==> config.mk <==
export PLATFORM = sky130hd
export DESIGN_NAME = video_crop_top
export DESIGN_NICKNAME = d
export VERILOG_FILES = /design/src/design/video_crop_pkg.sv /design/src/design/video_crop_top.sv /design/src/design/mode_tracker.sv /design/src/design/blank_gen.sv /design/src/design/crop_ctrl.sv /design/src/design/raster_measure.sv
export SDC_FILE = /design/constraint.sdc
export NUM_CORES = 1
export LEC_CHECK = 0
export BUFFER_PORTS_ARGS = -buffer_cell sky130_fd_sc_hd__buf_4
export CAP_MARGIN = 0
export CORE_MARGIN = 3
export CORE_UTILIZATION = 50
export CTS_CLUSTER_DIAMETER = 120
export DETAILED_ROUTE_END_ITERATION = 12
export GPL_ROUTABILITY_DRIVEN = 0
export PLACE_DENSITY = 0.7
export SETUP_SLACK_MARGIN = 0.02
export SLEW_MARGIN = 20
export SYNTH_ARGS = -nofsm -noshare
export SYNTH_HDL_FRONTEND = slang
export SYNTH_SLANG_ARGS = --single-unit
==> constraint.sdc <==
create_clock -name clk_sys -period 4.15 [get_ports clk_sys]
set_input_delay 1.245 -clock clk_sys [delete_from_list [all_inputs] [get_ports clk_sys]]
set_output_delay 1.245 -clock clk_sys [all_outputs]
set_load 0.05 [all_outputs]
==> src/design/video_crop_pkg.sv <==
// shared coordinate width, key codes and bus structs, imported by every crop and blanking block
package video_crop_pkg;

	//////////////////////////////
	// coordinates
	//////////////////////////////

	localparam int coord_w = 12;                     // every counter and offset

	typedef logic [coord_w-1:0] coord_t;

	//////////////////////////////
	// video timing and keyboard
	//////////////////////////////

	typedef struct packed {
		logic hsync_n;                               // active low
		logic vsync_n;                               // active low
		logic hblank;
		logic vblank;
	} video_sync_t;

	typedef struct packed {
		logic       level;                           // toggles once per event
		logic [1:0] kind;
		logic [7:0] code;
	} key_event_t;

	localparam logic [1:0] key_kind_key = 2'd3;      // kind carrying key codes

	localparam logic [7:0] key_reset    = 8'h41;     // backspace, clears crop
	localparam logic [7:0] key_up       = 8'h4c;
	localparam logic [7:0] key_down     = 8'h4d;
	localparam logic [7:0] key_right    = 8'h4e;
	localparam logic [7:0] key_left     = 8'h4f;
	localparam logic [7:0] key_alt_l    = 8'h64;
	localparam logic [7:0] key_alt_r    = 8'h65;
	localparam logic [7:0] key_alt_l_up = 8'he4;     // release codes
	localparam logic [7:0] key_alt_r_up = 8'he5;

	//////////////////////////////
	// geometry and crop
	//////////////////////////////

	typedef struct packed {
		coord_t hcnt;                                // cycle in line
		coord_t vcnt;                                // line in frame
		coord_t hend;                                // hblank fall
		coord_t hsta;                                // hblank rise
		coord_t hmax;                                // line length
		coord_t vend;                                // frame blank fall
		coord_t vsta;                                // frame blank rise
		coord_t vmax;                                // frame length
		coord_t hsize;
		coord_t vsize;
	} raster_geom_t;

	typedef struct packed {
		coord_t hbl_l;
		coord_t hbl_r;
		coord_t vbl_t;
		coord_t vbl_b;
	} crop_t;

	typedef struct packed {
		crop_t      crop;
		coord_t     hsize;
		coord_t     vsize;
		logic [1:0] res;
	} mode_snapshot_t;

endpackage
==> src/design/video_crop_top.sv <==
// top of the crop block, measures the raster, applies key crop and drives de and active-high syncs
module video_crop_top
	import video_crop_pkg::*;
#(
	parameter int h_step  = 4,                     // pixels per left/right key
	parameter int v_step  = 1,                     // lines per up/down key
	parameter int h_force = 8,
	parameter int v_force = 3
) (
	input  logic           clk_sys,
	input  logic           rst_n,
	input  video_sync_t    sync,
	input  key_event_t     key,
	input  logic [1:0]     res,
	output logic           de,
	output logic           hsync,
	output logic           vsync,
	output mode_snapshot_t snapshot,
	output logic [6:0]     mode_changes
);

	raster_geom_t geom;
	crop_t        crop;
	logic         frame_start;

	//////////////////////////////
	// producer
	//////////////////////////////

	raster_measure u_measure (
		.clk_sys     (clk_sys),
		.rst_n       (rst_n),
		.sync        (sync),
		.geom        (geom),
		.frame_start (frame_start)
	);

	//////////////////////////////
	// crop offsets
	//////////////////////////////

	crop_ctrl #(
		.h_step (h_step),
		.v_step (v_step)
	) u_crop (
		.clk_sys (clk_sys),
		.rst_n   (rst_n),
		.key     (key),
		.crop    (crop)
	);

	//////////////////////////////
	// consumers
	//////////////////////////////

	blank_gen #(
		.h_force (h_force),
		.v_force (v_force)
	) u_blank (
		.clk_sys (clk_sys),
		.rst_n   (rst_n),
		.sync    (sync),
		.geom    (geom),
		.crop    (crop),
		.de      (de),
		.hsync   (hsync),
		.vsync   (vsync)
	);

	mode_tracker u_mode (
		.clk_sys      (clk_sys),
		.rst_n        (rst_n),
		.geom         (geom),
		.crop         (crop),
		.res          (res),
		.frame_start  (frame_start),
		.snapshot     (snapshot),
		.mode_changes (mode_changes)
	);

endmodule

==> src/design/mode_tracker.sv <==
// latches crop and active size at each frame start and counts how often the video mode changes
module mode_tracker
	import video_crop_pkg::*;
(
	input  logic           clk_sys,
	input  logic           rst_n,
	input  raster_geom_t   geom,
	input  crop_t          crop,
	input  logic [1:0]     res,
	input  logic           frame_start,
	output mode_snapshot_t snapshot,
	output logic [6:0]     mode_changes
);

	logic mode_diff;

	// compare against the values held from the previous frame
	assign mode_diff = (snapshot.res != res)
		|| (snapshot.hsize != geom.hsize)
		|| (snapshot.vsize != geom.vsize);

	//////////////////////////////
	// frame start snapshot
	//////////////////////////////

	always_ff @(posedge clk_sys) begin
		if (!rst_n) begin
			snapshot     <= '0;
			mode_changes <= '0;
		end else if (frame_start) begin
			snapshot.crop  <= crop;
			snapshot.hsize <= geom.hsize;
			snapshot.vsize <= geom.vsize;
			snapshot.res   <= res;
			if (mode_diff)
				mode_changes <= mode_changes + 1'b1;  // wraps at 128
		end
	end

endmodule

==> src/design/blank_gen.sv <==
// builds display enable from the crop-shifted and forced blanking, and passes the syncs active high
module blank_gen
	import video_crop_pkg::*;
#(
	parameter int h_force = 8,
	parameter int v_force = 3
) (
	input  logic         clk_sys,
	input  logic         rst_n,
	input  video_sync_t  sync,
	input  raster_geom_t geom,
	input  crop_t        crop,
	output logic         de,
	output logic         hsync,
	output logic         vsync
);

	logic shbl;                                    // shifted hblank
	logic fhbl;                                    // forced hblank
	logic svbl;                                    // shifted vblank
	logic fvbl;                                    // forced vblank
	logic hbl;
	logic old_hbl;
	logic hbl_fall;

	coord_t shbl_clr;
	coord_t shbl_set;
	coord_t fhbl_set;
	coord_t svbl_clr;
	coord_t svbl_set;
	coord_t fvbl_set;

	//////////////////////////////
	// edge positions
	//////////////////////////////

	assign shbl_clr = geom.hend + crop.hbl_l - coord_t'(2);
	assign shbl_set = geom.hsta + crop.hbl_r - coord_t'(2);
	assign fhbl_set = geom.hmax - coord_t'(h_force);
	assign svbl_clr = geom.vend + crop.vbl_t - coord_t'(1);
	assign svbl_set = geom.vsta + crop.vbl_b - coord_t'(1);
	assign fvbl_set = geom.vmax - coord_t'(v_force);

	assign hbl      = fhbl | shbl | ~sync.hsync_n;
	assign hbl_fall = old_hbl & ~hbl;

	assign hsync = ~sync.hsync_n;                  // zero latency
	assign vsync = ~sync.vsync_n;

	//////////////////////////////
	// blank flags and de
	//////////////////////////////

	always_ff @(posedge clk_sys) begin
		if (!rst_n) begin
			shbl    <= 1'b1;
			fhbl    <= 1'b1;
			svbl    <= 1'b1;
			fvbl    <= 1'b1;
			old_hbl <= 1'b1;
			de      <= 1'b0;
		end else begin
			old_hbl <= hbl;

			if (geom.hcnt == shbl_clr)
				shbl <= 1'b0;
			if (geom.hcnt == shbl_set)
				shbl <= 1'b1;

			if (geom.hcnt == coord_t'(8))
				fhbl <= 1'b0;                      // fixed left margin
			if (geom.hcnt == fhbl_set)
				fhbl <= 1'b1;

			// vertical terms move once per line, at the start of active
			if (hbl_fall) begin
				if (geom.vcnt == svbl_clr)
					svbl <= 1'b0;
				if (geom.vcnt == svbl_set)
					svbl <= 1'b1;
				if (geom.vcnt == coord_t'(1))
					fvbl <= 1'b0;
				if (geom.vcnt == fvbl_set)
					fvbl <= 1'b1;
			end

			de <= ~hbl & ~svbl & ~fvbl;            // one cycle behind
		end
	end

endmodule

==> src/design/crop_ctrl.sv <==
// turns keyboard events into the four crop offsets, arrows move an edge and alt picks the far one
module crop_ctrl
	import video_crop_pkg::*;
#(
	parameter int h_step = 4,
	parameter int v_step = 1
) (
	input  logic       clk_sys,
	input  logic       rst_n,
	input  key_event_t key,
	output crop_t      crop
);

	localparam coord_t h_inc = coord_t'(h_step);
	localparam coord_t v_inc = coord_t'(v_step);

	logic old_level;
	logic alt;                                     // alt key held
	logic accept;

	//////////////////////////////
	// event detection
	//////////////////////////////

	// a new event shows as a level toggle, only key events are decoded
	assign accept = (old_level ^ key.level) && (key.kind == key_kind_key);

	always_ff @(posedge clk_sys) begin
		if (!rst_n)
			old_level <= 1'b0;
		else
			old_level <= key.level;
	end

	//////////////////////////////
	// offset update
	//////////////////////////////

	always_ff @(posedge clk_sys) begin
		if (!rst_n) begin
			crop <= '0;
			alt  <= 1'b0;
		end else if (accept) begin
			case (key.code)
				key_reset: begin
					crop <= '0;                    // back to full raster
				end
				key_up: begin
					if (alt)
						crop.vbl_b <= crop.vbl_b + v_inc;
					else
						crop.vbl_t <= crop.vbl_t + v_inc;
				end
				key_down: begin
					if (alt)
						crop.vbl_b <= crop.vbl_b - v_inc;
					else
						crop.vbl_t <= crop.vbl_t - v_inc;
				end
				key_left: begin
					if (alt)
						crop.hbl_r <= crop.hbl_r + h_inc;
					else
						crop.hbl_l <= crop.hbl_l + h_inc;
				end
				key_right: begin
					if (alt)
						crop.hbl_r <= crop.hbl_r - h_inc;
					else
						crop.hbl_l <= crop.hbl_l - h_inc;
				end
				key_alt_l, key_alt_r: begin
					alt <= 1'b1;                   // press
				end
				key_alt_l_up, key_alt_r_up: begin
					alt <= 1'b0;                   // release
				end
				default: begin
					alt <= alt;                    // other keys ignored
				end
			endcase
		end
	end

endmodule

==> src/design/raster_measure.sv <==
// measures line and frame timing from the core syncs and blanks, feeds geometry to the crop logic
module raster_measure
	import video_crop_pkg::*;
(
	input  logic         clk_sys,
	input  logic         rst_n,
	input  video_sync_t  sync,
	output raster_geom_t geom,
	output logic         frame_start
);

	logic old_hsync_n;
	logic old_vsync_n;
	logic old_hblank;
	logic old_fblank;

	logic fblank;
	logic hs_fall;
	logic vs_fall;
	logic hbl_fall;
	logic hbl_rise;
	logic fbl_fall;
	logic fbl_rise;

	//////////////////////////////
	// edge detection
	//////////////////////////////

	assign fblank   = sync.vblank | ~sync.vsync_n;  // frame blank includes vsync

	assign hs_fall  = old_hsync_n & ~sync.hsync_n;
	assign vs_fall  = old_vsync_n & ~sync.vsync_n;
	assign hbl_fall = old_hblank & ~sync.hblank;
	assign hbl_rise = ~old_hblank & sync.hblank;
	assign fbl_fall = old_fblank & ~fblank;
	assign fbl_rise = ~old_fblank & fblank;

	assign frame_start = fbl_fall;                 // first active line begins

	always_ff @(posedge clk_sys) begin
		if (!rst_n) begin
			old_hsync_n <= 1'b0;
			old_vsync_n <= 1'b0;
			old_hblank  <= 1'b0;
			old_fblank  <= 1'b0;                   // no start pulse out of reset
		end else begin
			old_hsync_n <= sync.hsync_n;
			old_vsync_n <= sync.vsync_n;
			old_hblank  <= sync.hblank;
			old_fblank  <= fblank;
		end
	end

	//////////////////////////////
	// counters and captures
	//////////////////////////////

	always_ff @(posedge clk_sys) begin
		if (!rst_n) begin
			geom <= '0;
		end else begin
			geom.hcnt <= geom.hcnt + 1'b1;
			if (!sync.hsync_n)
				geom.hcnt <= '0;                   // held during hsync

			if (hs_fall)
				geom.vcnt <= geom.vcnt + 1'b1;     // one line per hsync
			if (!sync.vsync_n)
				geom.vcnt <= '0;

			// horizontal edges
			if (hbl_fall)
				geom.hend <= geom.hcnt;
			if (hbl_rise) begin
				geom.hsta  <= geom.hcnt;
				geom.hsize <= geom.hcnt - geom.hend;  // active width
			end
			if (hs_fall)
				geom.hmax <= geom.hcnt;

			// vertical edges
			if (fbl_fall)
				geom.vend <= geom.vcnt;
			if (fbl_rise) begin
				geom.vsta  <= geom.vcnt;
				geom.vsize <= geom.vcnt - geom.vend;  // active height
			end
			if (vs_fall)
				geom.vmax <= geom.vcnt;
		end
	end

endmodule

# Word level (Yosys, flattened, before mapping)
# Index checks and enable logic that the tools add are counted.
[word_totals]
register_bits = 261
latch_bits = 0
mem_bits_rw = 0
rom_bits = 0
output_inout_bits = 84
word_cells = 146
mem_count = 0
[op_classes]
addsub = 23
n_mul = 0
div_mod_pow = 0
magnitude_cmp = 0
eq_ne = 29
shift = 0
muxes = 15
bitwise_logic = 23
reduce_logical = 22
[ops]
columns = ["op", "count"]
rows = [
  ["$pmux W24 S3", 2],
  ["$mux W12", 8],
  ["$eq A12 B12 Y1", 6],
  ["$eq A8 B7 Y1 const B", 7],
  ["$add A12 B1 Y12 const B", 4],
  ["$add A12 B12 Y12", 4],
  ["$sub A12 B1 Y12 const B", 4],
  ["$sub A12 B2 Y12 const B", 3],
  ["$add A12 B3 Y12 const B", 2],
  ["$ne A12 B12 Y1", 2],
  ["$sub A12 B12 Y12", 2],
  ["$sub A12 B3 Y12 const B", 2],
  ["$eq A8 B8 Y1 const B", 2],
  ["$reduce_and A4 Y1", 4],
  ["$eq A12 B1 Y1 const B", 1],
  ["$eq A12 B4 Y1 const B", 1],
  ["$reduce_and A2 Y1", 6],
  ["$sub A12 B4 Y12 const B", 1],
  ["$not A1 Y1", 10],
  ["$and A1 B1 Y1", 9],
  ["$ne A2 B1 Y1 const B", 4],
  ["$ne A2 B2 Y1 const B", 4],
  ["$reduce_or A2 Y1", 4],
  ["$add A7 B1 Y7 const B", 1],
  ["10 further kinds", 19],
]

# Logic depth before layout (Yosys ltp)
# Gate-level depths: netlist of run 1.
[depth]
ltp_word = 5
mapped_depth = 13
mapped_depth_nobuf = 13

# Modules after synthesis
# Synthesis of run 1 repeated with hierarchy kept, for this count alone.
[unflattened]
hier_cells = 2067
hier_area_um2 = 16893.7
[modules_own_cells]
columns = ["module", "instances", "cells_per_inst", "area_per_inst_um2", "seq_area_each_um2"]
rows = [
  ["raster_measure", 1, 682, 5703.0, 2482.4],
  ["blank_gen", 1, 621, 4360.4, 120.1],
  ["crop_ctrl", 1, 455, 3459.6, 920.9],
  ["mode_tracker", 1, 309, 3370.7, 1621.6],
]

# Worst setup path after synthesis of run 1
# No wires, ideal clock.
[synth_path]
kind = "in2reg"
startpoint = "input key[5] (netlist bit)"
endpoint = "register, netlist name u_crop.crop[20]"
arrival_time_ps = 4077
required_ps = 4028
slack_ps = -49
path_stages = 13
path_buffers = 0
cell_sequence = "nor4b_2 -> nand2_1 -> nor2_1 -> nand2_1 -> inv_1 -> ha_1 -> a21o_1 -> a21oi_1 -> o21a_1 -> o21ai_1 -> a21oi_1 -> nor4b_1 -> a311o_1"
[synth_via]
elab_chain_cells = 3
[synth_rtl]
columns = ["element", "line", "rtl"]
rows = [
  ["start: declaration", "video_crop_top.sv:13", "input key_event_t key,"],
  ["$eq A8 B7 Y1", "crop_ctrl.sv:44", "case (key.code)"],
  ["$ne A2 B2 Y1 (no source line) / $reduce_bool A3 Y1 (equally long branches)", "n/a", ""],
  ["$reduce_and A4 Y1 (no source line)", "n/a", ""],
]
# Parallel ways exist; a longest one is shown, timed or not.
# A chain may end at the register's enable or synchronous reset.

# Worst setup path after layout of run 1
[layout_path]
startpoint = "input key[3] (netlist bit)"
endpoint = "register, netlist name u_crop.crop[8]"
[layout_via]
elab_chain_cells = 3
[layout_rtl]
columns = ["element", "line"]
rows = [
  ["$eq A8 B7 Y1", "crop_ctrl.sv:44"],
  ["$ne A2 B1 Y1 (no source line) / $reduce_bool A3 Y1 (equally long branches)", "n/a"],
  ["$reduce_and A4 Y1 (no source line)", "n/a"],
]
# Parallel ways exist; a longest one is shown, timed or not.

==> results of run 1 <==
## through the flow
| step | util (%) | hold slack (ps) | worst slack [ps] | cells |
|---|---|---|---|---|
| 6_report | 58.3 | 452 | 599 | 2544 |
| 3_3_place_gp | 54.9 | 441 | 164 | 2489 |
| 2_1_floorplan | - | 396 | 134 | 2072 |
| 4_1_cts | 58.3 | 454 | 641 | 2544 |
| 5_1_grt | 58.3 | 471 | 414 | 2544 |
| 3_5_place_dp | 54.9 | 447 | 63.2 | 2489 |
## placed cells by master, fill, tap and decap left out, types with 11 or more instances in the layout
master and count:
and3_1 12, inv_1 190, a211oi_1 12, nor4_1 14
o21ai_0 31, a21oi_1 218, nand4_1 22, nor2_1 117
xnor2_1 144, o21a_1 13, nand4b_1 11, clkbuf_16 31
buf_4 125, nand2_1 356, xor2_1 58, a21o_1 16
a22oi_1 20, nand3_1 69, ha_1 145, dfxtp_1 253
o211ai_1 15, or3_1 15, o21ai_1 14, nor3_1 53
## state kept, by name (all words and copies together) (netlist names)
| name | cells |
|---|---|
| u_measure.geom | 120 |
| u_mode.snapshot | 70 |
| u_crop.crop | 44 |
| u_mode.mode_changes | 7 |
| u_blank.de | 1 |
| u_blank.fhbl | 1 |
| u_blank.fvbl | 1 |
| u_blank.old_hbl | 1 |
| u_blank.shbl | 1 |
| u_blank.svbl | 1 |
| u_crop.alt | 1 |
| u_crop.old_level | 1 |
| u_measure.old_fblank | 1 |
| u_measure.old_hblank | 1 |
| u_measure.old_hsync_n | 1 |
| u_measure.old_vsync_n | 1 |
## synthesized netlist by cell type (9+ instances only)
master    instances  area (µm²)
nand2b_1          9        56.3
dfxtp_1         253        5060
or3_1            15        93.8
xnor2_1         144        1260
a211oi_1         12        90.1
clkbuf_1         88         330
nand4b_1         11        96.3
nor4_1           14        87.6
nand3_1          69         345
xor2_1           58         508
o21ai_1          14        70.1
o21a_1           13        97.6
and2_1           11        68.8
nor3_1           53         265
ha_1            145        1810
buf_1            10        37.5
o21bai_1          9        67.6
nand4_1          22         138
and3_1           12        75.1
nor2_1          117         439
a22oi_1          20         150
a21o_1           16         120
a21oi_1         218        1090
fa_1             10         200
o21ai_0          31         155
o211ai_1         15         113
nand2_1         357        1340
inv_1           192         721
nor2b_1          10        62.6
## final timing paths
check / startpoint / end / slack [ps] / cells past startpoint
worst min register to register: u_mode.snapshot[33] / u_mode.snapshot[33] / 450 / 2
worst max register to register: u_crop.crop[13] / u_blank.svbl / 800 / 13
worst max-delay path: key[3] / u_crop.crop[8] / 600 / 15
worst min-delay path: u_mode.snapshot[33] / u_mode.snapshot[33] / 450 / 2
## power groups by stage
stage | sequential [mW] | combinational [mW] | clock [mW]
floorplan | 2.51 | 0.192 | 0
finish | 2.46 | 0.275 | 2.75
CTS | 2.46 | 0.276 | 2.81
global route | 2.46 | 0.301 | 2.91
global placement | 2.51 | 0.271 | 0
detailed placement | 2.51 | 0.275 | 0
## worst max-delay path: cells and delay by family
kind                       cells  cell delay [ps]
AOI/OAI and AO/OA              6             1150
adders and majority gates      1              390
buffers and inverters          3              650
and+or+nand+nor                5              590
## area by class of cell
type | instances | area, µm² | share of cell area (%)
Clock buffer | 41 | 853 | 4.71
Clock inverter | 14 | 181 | 1.00
Inverter | 193 | 733 | 4.05
Timing Repair Buffer | 127 | 978 | 5.41
Sequential cell | 253 | 5060 | 28.0
Tap cell | 396 | 495 | 2.74
Multi-Input combinational cell | 1520 | 9790 | 54.1
## per-layer routing
metal,GRT usage [%],wire (µm),vias to the layer above
met2,43.5,20500,321
met5,0,0,-
met1,27.2,16600,6578
met3,2.55,1700,114
li1,-,-,7118
met4,8.40,1450,0
## kinds of logic (layout without fill, tap and decap cells)
family	Yosys count	in the layout	share of synthesized area (%)
simple gates	734	734	21.0
compound gates	419	419	16.1
buf+inv	299	375	7.22
flops	253	253	31.7
xor+xnor	202	202	11.1
fa+ha+maj	155	155	12.6
mux	4	4	0.250
other cells	1	6	0.0235
==> flow_summary.ini, run 1 <==
[finish]
syn2layout_area_growth_pct = 13.2
nNetsFinal = 2299
final_area_um2 = 18100
antenna_cells = 0
drive_above_1_share_pct = 8.94
fillers = 2875

[sta]
max-slew-margin-rel_pct = 34.3
report.final.slew_viol_count = 0
worst_pin_slew_ps = 979
setup_viol = 0
skew_ps = 13.0
rsz0062_at_grt = false
max_freq_ghz = 0.282
final.period_utilization_pct = 85.6
min_period_ps = 3550
final_hold_viol_count = 0
tns_ps = 0

[detailed_routing]
routedWlPerCell_um = 15.8
dr.first_iter.drc_count = 753
vias = 14100
ant_nets = 0
wl_um = 40200
drc = 0
dr.pass1.iters = 5
via_per_inst = 5.55

[place]
dp_hpwl_um = 28600
post_dp_cell_area_um2 = 17100
port_buffers = 98

[setup_path]
cp-start-kind = input port
endpoint_kind = flop
crit_fanout = 13
cp_slowest_stage_delay_ps = 390
crit_required_ps = 4620
path_class = in -> reg
cpMaxStageDelayCell = fa_1
crit_chain = buf_4 -> and2_1 -> nand2_1 -> nor2_1 -> nand2_1 -> clkinvlp_4 -> buf_4 -> fa_1 -> a21o_1 -> a21o_1 -> a21o_1 -> a21o_1 -> a31oi_1 -> nand4_1 -> o221ai_1
cp_common_cell = a21o_1
critPathArrivalTime_ps = 4020

[synth]
yosysWarnings = 0
ys_seq_elements = 253
yosysSeqAreaShare_pct = 31.7
async_flop_share_pct = 0
syn_avg_cell_area_um2 = 7.74
synthFlopType = dfxtp_1
synth_edf_count = 0
syn_inst = 2067
synth_cell_types = 75
syn_area_um2 = 16000

[die]
die_y_um = 185
die_x_um = 185
start_util_pct = 51.5
die_area_um2 = 34200
core_area_um2 = 31100
ios = 103
rows = 64

[grt]
grt_max_degree = 209
antenna_found_initial = 0
grt_pass1_wl_um = 66200
grt.overflow.total = 0
grt_pass1_vias = 13800
grt_usage_pct = 23.2

[clocking]
cts_num_sinks = 253
ctsHoldBuffers = 0
cts_resized = 0
root_buffer = clkbuf_16
worstSkewPairLatency_ps = 560
cts_buffers = 30
cts_htree_levels = 1
clk_pin_slew_worst_paths_ps = 60
cts_setup_buffers = 0
clk_path_buf_depth = 3
cts_tree = built

[power_and_ir_drop]
finalPower_mw = 5.48
peakVddDrop_mv = 0.274
combPwrFrac_pct = 5.0
p_per_area_nw_per_um2 = 303
p_sw_share_pct = 23.2
clkPwrFrac_pct = 50.1
net-switching-power_mw = 1.27
p_int_mw = 4.21
p_seq_share_pct = 44.8
power.leakage_nw = 7.19

[flow_run]
max_cap_violations = 0

[status]
status = finished, final reports clean

[hold_path]
hold_class = reg -> reg
Note: power is estimated with default switching activity, not from simulation.
==> run 2: changes to the inputs <==
--- a/config.mk
+++ b/config.mk
@@ -14,3 +14,3 @@
 export GPL_ROUTABILITY_DRIVEN = 0
-export PLACE_DENSITY = 0.7
+export PLACE_DENSITY = 0.75
 export SETUP_SLACK_MARGIN = 0.02
==> constraint.sdc (replaced) <==
create_clock -name clk_sys -period 4.15 [get_ports clk_sys]
set_input_delay 0.2075 -clock clk_sys [delete_from_list [all_inputs] [get_ports clk_sys]]
set_output_delay 0.2075 -clock clk_sys [all_outputs]
set_load 0.05 [all_outputs]
==> run 2 against run 1 <==
Effect of this change:
- via count barely moved
- sequential cell count stayed put
- largest power group unchanged
- total power shrank 1.8%
- clock-buffer cell count fell by 4
==> flow_summary.ini, run 2 (synthesized netlist as in run 1, its figures left out) <==
[status]
status = finished, final reports clean

[detailed_routing]
via_per_inst = 5.56
routedWlPerCell_um = 15.5
ant_nets = 0
dr.first_iter.drc_count = 863
wl_um = 39400
dr.pass1.iters = 5
drc = 0
vias = 14100

[finish]
most-common-layout-cells = nand2_1, dfxtp_1, a21oi_1
final_util_pct = 58.1
nNetsFinal = 2295
antenna_cells = 0
instances_no_fill = 2539
regMostFlops = u_measure.geom
final_common_cell = nand2_1
fillers = 2805
multiInputGateArea_um2 = 9790
seqCellArea_um2 = 5060
reg.largest.list = u_measure.geom x120, u_mode.snapshot x70, u_crop.crop x44
largest_reg_flops = 120
drive_above_1_share_pct = 8.40
syn2layout_area_growth_pct = 12.8

[clocking]
clk_pin_slew_worst_paths_ps = 60
root_buffer = clkbuf_16
cts_num_sinks = 253
worstSkewPairLatency_ps = 550
cts_htree_levels = 1
cts_setup_buffers = 0
cts_buffers = 29
cts_tree = built
clk_path_buf_depth = 3

[die]
start_util_pct = 51.5
rows = 64
ios = 103
core_area_um2 = 31100
die_y_um = 185
die_area_um2 = 34200
die_x_um = 185

[setup_path]
path_class = in -> reg
endpoint_kind = flop
crit_fanout = 13
cp-start-kind = input port
crit_required_ps = 4610
critPathArrivalTime_ps = 3960

[sta]
report.final.slew_viol_count = 0
final.period_utilization_pct = 84.4
tns_ps = 0
skew_ps = 10.3
setup_viol = 0
rsz0062_at_grt = false
worst_pin_slew_ps = 1070
max-slew-margin-rel_pct = 28.9
max_freq_ghz = 0.285
fin_ws_ps = 645
final_hold_viol_count = 0
min_period_ps = 3500

[flow_run]
max_cap_violations = 0

[grt]
grt_pass1_vias = 13500
grt_usage_pct = 22.5
grt.overflow.total = 0
grt_max_degree = 209
antenna_found_initial = 0
grt_pass1_wl_um = 64700

[place]
dp_hpwl_um = 27900
dp_cells = 2477
port_buffers = 98
dp_slack_ps = 663

[power_and_ir_drop]
combPwrFrac_pct = 5.1
peakVddDrop_mv = 0.389
finalPower_mw = 5.38
power.leakage_nw = 7.15
net-switching-power_mw = 1.25
p_seq_share_pct = 45.7
p_int_mw = 4.13
p_sw_share_pct = 23.3
p_per_area_nw_per_um2 = 298
clkPwrFrac_pct = 49.2

[hold_path]
hold_class = in -> reg
## run 2: changes by cell type in the layout (fill, tap and decap cells not counted), moves of 2 or more
| cell | change |
|---|---|
| clkbuf_16 | -2 |
| buf_4 | -11 |
| dlygate4sd3_1 | +9 |
| clkbuf_1 | -2 |
## run 2: power by group through the flow
stage               Combinational (mW)  Clock, mW  Sequential, mW
floorplan                        0.192          0            2.51
global placement                 0.263          0            2.51
detailed placement               0.268          0            2.51
finish                           0.276       2.65            2.46
CTS                              0.275       2.69            2.46
global route                     0.301       2.80            2.46
## run 2: path summary, 6_finish.rpt
path         slack (ps)               start                  to  cells after the start
max                 650              key[7]     u_crop.crop[11]                     16
min                  40              key[3]          u_crop.alt                      3
max reg2reg         950     u_crop.crop[38]        u_blank.shbl                     10
min reg2reg         450  u_measure.geom[93]  u_measure.geom[93]                      2
## run 2: per-stage QoR
step / hold WS [ps] / area (µm²)
after floorplan: 329 / 16000
after global placement: 429 / 17000
after detailed placement: 433 / 17000
after CTS: 18.3 / 18000
after global routing: 53.1 / 18000
final: 42.2 / 18000
## run 2: critical path, cell delays in order
cell           delay (ps)
dlygate4sd3_1         550
buf_4                 140
nor4b_2               380
nand2_1               190
nor2_1                160
nand2_1               150
inv_1                 400
buf_4                 250
ha_1                  240
a21oi_1               230
o2111ai_1             220
a31oi_1               220
o21bai_1              110
xnor2_1               140
nand2b_1              140
a311oi_1              230
## run 2: cell type report
cell class              count  area share (%)
repair buffers            124            5.35
clock inverters            16            1.09
flip-flops and latches    253            28.1
well taps                 396            2.75
clock buffers              37            4.41
multi-input cells        1520            54.3
inverters                 193            4.04
## run 2: per-layer routing
layer | GRT usage, % | routed length [µm] | vias to the layer above | part of all wire, %
li1 | - | - | 7106 | -
met1 | 27.3 | 16700 | 6656 | 42
met2 | 41.7 | 20000 | 274 | 51
met3 | 2.22 | 1340 | 87 | 3.4
met4 | 7.59 | 1330 | 0 | 3.4
met5 | 0 | 0 | - | 0
## run 2: what timing repair did
item	4_1_cts	5_1_grt
hold buffers	9	0
resized for setup	0	0
hold endpoints to repair	8	0
